## src/rtl/oflow_mem_pkg.sv

```systemverilog
// optical-flow history memory, shared definitions
// word and address widths, memory depth and the history limits
// plus the region size rule used by the pointer table and the buffer
`default_nettype none

package oflow_mem_pkg;

	// --------------------------------------------------------------------
	// memory geometry
	// --------------------------------------------------------------------
	localparam int DATA_WIDTH   = 32;  // one feature word
	localparam int MEM_DEPTH    = 128; // words in the shared memory
	localparam int ADDR_WIDTH   = 7;   // log2 of depth
	localparam int OFFSET_WIDTH = 6;   // offset inside one region

	// --------------------------------------------------------------------
	// frame / history bookkeeping
	// --------------------------------------------------------------------
	localparam int FRAME_NUM_WIDTH = 8; // frame serial 0..255
	localparam int HIST_WIDTH      = 3; // history count field
	localparam int MAX_HISTORY     = 5; // regions, also pointer regs

	// words per region, floor(depth / n)
	// one extra bit since n = 1 gives the full depth
	function automatic logic [ADDR_WIDTH:0] region_size(
		input logic [HIST_WIDTH-1:0] n
	);
		logic [ADDR_WIDTH:0] size;
		case (n)
			1: size = (ADDR_WIDTH+1)'(MEM_DEPTH / 1);
			2: size = (ADDR_WIDTH+1)'(MEM_DEPTH / 2);
			3: size = (ADDR_WIDTH+1)'(MEM_DEPTH / 3);
			4: size = (ADDR_WIDTH+1)'(MEM_DEPTH / 4);
			5: size = (ADDR_WIDTH+1)'(MEM_DEPTH / 5);
			default: size = '0; // illegal count, no regions
		endcase
		return size;
	endfunction

endpackage

`default_nettype wire
```

## src/rtl/oflow_access_ctrl.sv

```systemverilog
// memory access controller
// serves the four-phase req/ack handshake; each request becomes exactly
// one memory cycle, read data is held on data_out until the next read
`default_nettype none

module oflow_access_ctrl (
	input  logic                                 clk,
	input  logic                                 reset_N,
	input  logic                                 req,
	input  logic                                 we_req, // high = write
	input  logic                                 en_0,
	input  logic                                 en_1,
	output logic                                 ack,
	output logic                                 csb_0,
	output logic                                 csb_1,
	output logic                                 we,
	output logic                                 oeb,
	input  logic [oflow_mem_pkg::DATA_WIDTH-1:0] rdata_0,
	input  logic [oflow_mem_pkg::DATA_WIDTH-1:0] rdata_1,
	output logic [oflow_mem_pkg::DATA_WIDTH-1:0] data_out_0,
	output logic [oflow_mem_pkg::DATA_WIDTH-1:0] data_out_1
);

	typedef enum logic [1:0] {ST_IDLE, ST_ACCESS, ST_CAPTURE, ST_ACK} state_t;

	state_t state;
	logic   capture; // first cycle in ack state, RAM data valid

	assign capture = (state == ST_ACK) && !ack;

	// --------------------------------------------------------------------
	// handshake FSM, strobes registered one state behind
	// --------------------------------------------------------------------
	always_ff @(posedge clk) begin
		if (!reset_N) begin
			state <= ST_IDLE;
			ack   <= 1'b0;
			csb_0 <= 1'b1;
			csb_1 <= 1'b1;
			we    <= 1'b0;
			oeb   <= 1'b1;
		end else begin
			csb_0 <= !(state == ST_ACCESS && en_0); // one select cycle
			csb_1 <= !(state == ST_ACCESS && en_1);
			we    <= (state == ST_ACCESS) && we_req;
			// read data has to be enabled up to the capture edge
			oeb   <= !((state == ST_ACCESS || state == ST_CAPTURE) && !we_req);
			case (state)
				ST_IDLE:    if (req && !ack) state <= ST_ACCESS;
				ST_ACCESS:  state <= ST_CAPTURE; // strobes go out
				ST_CAPTURE: state <= ST_ACK;     // RAM register loads
				ST_ACK: begin
					if (!ack) begin
						ack <= 1'b1;
					end else if (!req) begin
						ack   <= 1'b0; // requester released
						state <= ST_IDLE;
					end
				end
				default: state <= ST_IDLE;
			endcase
		end
	end

	// read data, only enabled ports of a read
	always_ff @(posedge clk) begin
		if (!reset_N) begin
			data_out_0 <= '0;
			data_out_1 <= '0;
		end else if (capture && !we_req) begin
			if (en_0)
				data_out_0 <= rdata_0;
			if (en_1)
				data_out_1 <= rdata_1;
		end
	end

	ack_needs_req: assert property (@(posedge clk) disable iff (!reset_N)
		$rose(ack) |-> req);

	// selects idle, then low for one cycle per enabled port, then idle again
	one_select: assert property (@(posedge clk) disable iff (!reset_N)
		(state == ST_IDLE && req && !ack) |=> (csb_0 && csb_1)
			##1 (csb_0 == !en_0 && csb_1 == !en_1) ##1 (csb_0 && csb_1));

endmodule

`default_nettype wire

```

## config.mk

```make
export PLATFORM = sky130hd
export DESIGN_NAME = oflow_access_ctrl
export DESIGN_NICKNAME = d
export VERILOG_FILES = /design/src/rtl/oflow_mem_pkg.sv /design/src/rtl/oflow_access_ctrl.sv
export SDC_FILE = /design/constraint.sdc
export NUM_CORES = 1
export LEC_CHECK = 0
export ABC_AREA = 0
export BUFFER_PORTS_ARGS = -buffer_cell sky130_fd_sc_hd__buf_4
export CAP_MARGIN = 20
export CORE_ASPECT_RATIO = 2
export CORE_MARGIN = 2
export CORE_UTILIZATION = 31
export CTS_BUF_LIST = sky130_fd_sc_hd__clkbuf_16
export DETAILED_ROUTE_END_ITERATION = 12
export REMOVE_ABC_BUFFERS = 1
export SLEW_MARGIN = 40
export SYNTH_ARGS = -nofsm -noshare
export SYNTH_HDL_FRONTEND = slang
export SYNTH_SLANG_ARGS = --single-unit
```

## constraint.sdc

```tcl
create_clock -name clk -period 1.23 [get_ports clk]
set_input_delay 0 -clock clk [delete_from_list [all_inputs] [get_ports clk]]
set_output_delay 0 -clock clk [all_outputs]
set_load 0.05 [all_outputs]
```

==> metrics.txt <==
fin nets 603; CORE AREA around 8600 sq um; number of H-tree levels 3; GP Congestion between 0.7 and 0.8; Die Y 136 um; Leak 2.32 nW; post-DR wirelength/cell roughly 15 um; flops & latches, synth approximately 70; Initial Util approximately a third; routed wire length approximately 9200 um; most frequent cells in the layout 145 x buf_4, 111 x nand2_1, 69 x dfxtp_1; Die W roughly 70 um; most common cell after layout, fill and taps aside buf_4; Final Hold Viols 2; Seq/Total Area, Yosys 52.4%; I/O pin total 139; fin area around 5300 sq um; setup_tns -7910 ps; status complete, but fails checks; Clock Pin Slew Worst Setup and Hold Paths around 60 ps; site row count 48; syn_area_per_cell 8.65 sq um; Slew HR between 70% and 80%; CP Data Arrival Time approximately 1700 ps; Worst Path Required around 1500 ps; Routed Antenna Nets 0; Clock Sink Count 71; setup slack after layout -163 ps; Max Slew Vio Count 0; Max Fanout on Critical Path 8; Vias ~2,900; initial antenna violation count 0; post-DP HPWL between 5000 and 6000 um; WHS -89.6 ps; CP Launch Type register; worst r2r path cells 6; residual DRC count 0; final number of setup-violating endpoints between 60 and 70; Final Util between 60 and 70%; placed cell area between 3000 and 4000 sq um; largest net degree at the start of global routing 48; I/O Buffers about 140; R2R setup slack -160 ps; root buffer cell clkbuf_16; DR pass1 iterations 4; RR Endpoint data_out_0[22]; synthesis-to-finish area growth 93.9%; first-pass GRT wire length between 10,000 and 15,000 um; share of cells above drive strength 1 40.9%; routed vias/inst about 4.6; Final Critical Period ~1400 ps; Mapped Cells between 300 and 400; Clock Path Buffers 2; area of the mapped netlist ~2700 sq um; failing checks hold timing, setup timing; CTS Buf Count 9; Worst setup startpoint state[1]; Yosys cell types 20; Reg-to-Reg Start state[1]; final std cells w/o fill about 630; CTS tree yes; cell count after placement approximately 540; initial DRC count 97; Layout Skew around 6.7 ps; hold_buf cts between 60 and 70; grt ovf 0; Pwr Density 1240 nW/um^2; max-cap violations 0; fin crit share 113%; Tightest Pin Transition ~430 ps; crit end category register; worst vdd ir approximately 0.9 mV; Hold/Removal Path Class in2reg; FMAX slightly above 700 MHz; GRT Util Overall approximately 17%; Antenna diodes 0; Worst-Skew Late Latency between 300 and 400 ps; RSZ-0062 raised after global routing true; Yosys Warn Count 0; CP endpoint data_out_0[22]; Crit Path Class reg2reg; vias in the first global route 2,779; die area 9570 sq um
-- metrics by stage --
stage | setup WS (ps) | total power, mW
after floorplan | -515 | 3.13
after global placement | -158 | 3.68
after detailed placement | -197 | 3.70
after CTS | -186 | 6.39
after global routing | -239 | 6.80
final | -163 | 6.50
-- area by class of cell --
type,instances,area (sq um)
Fill cell,722,3320
Tap cell,100,125
Timing Repair Buffer,225,2030
Clock inverter,7,56.3
Multi-Input combinational cell,218,1390
Clock buffer,9,225
Inverter,3,11.3
Sequential cell,71,1420
-- critical path: stages (launching register included) --
cell       delay [ps]
dfxtp_2           350
ha_4              130
nor3b_4           220
and2_4            250
clkbuf_16         190
nand2_4            40
a21boi_1          130
-- flip-flops by register name, indices dropped and copies added (netlist names) --
name and flops:
state 2, data_out_0 32, csb_1 1, we 1
csb_0 1, oeb 1, data_out_1 32, ack 1
-- what timing repair did --
item | CTS | global route
pin swaps | 1 | 42
gates cloned | 1 | 7
setup buffers | 1 | 0
resized for setup | 7 | 66
setup endpoints to repair | 66 | 66
hold endpoints to repair | 69 | 2
-- where the power goes --
part / switching [mW] / internal, mW / leakage (nW)
clock network: 0.915 / 1.53 / 0.149
logic: 0.788 / 0.774 / 1.60
registers: 0.0692 / 2.42 / 0.574
-- logic make-up after synthesis --
logic type	Yosys count	share of synthesized area, %
and+or+nand+nor	142	20.6
DFF	71	52.4
AOI/OAI and AO/OA	69	18.7
buffers and inverters	25	5.39
adders and majority gates	5	2.30
muxes	2	0.737
-- synth_stat cells --
cell type    n  share of area (%)
nand2_1    133                 18
dfxtp_1     71                 52
a21boi_1    60                 17
clkbuf_1    14                1.9
buf_6        6                2.5
ha_1         5                2.3
a21boi_0     4                1.1
inv_1        3               0.41
a21oi_1      2               0.37
and2_1       2               0.46
buf_4        2               0.55
mux2i_1      2               0.74
nand3_1      2               0.37
o21ai_0      2               0.37
a31oi_1      1               0.23
and3_1       1               0.23
nand2b_1     1               0.23
nand3b_1     1               0.28
nor2_1       1               0.14
nor3b_2      1               0.46
-- worst min-delay path by stage --
stage,cells past startpoint,to,start,slack [ps]
2_1_floorplan,1,oeb,reset_N,80
3_3_place_gp,2,csb_1,en_1,230
3_5_place_dp,2,oeb,we_req,230
4_1_cts,2,oeb,we_req,-100
5_1_grt,2,oeb,we_req,-90
6_report,2,oeb,we_req,-90
-- layer usage --
layer	global-route usage, %	vias to the layer above	wire [um]
li1	-	1434	-
met4	9.94	0	238
met5	0	-	0
met3	3.41	19	378
met1	16.5	1360	3110
met2	32.9	91	5510
Note: power is estimated with default switching activity, not from simulation.
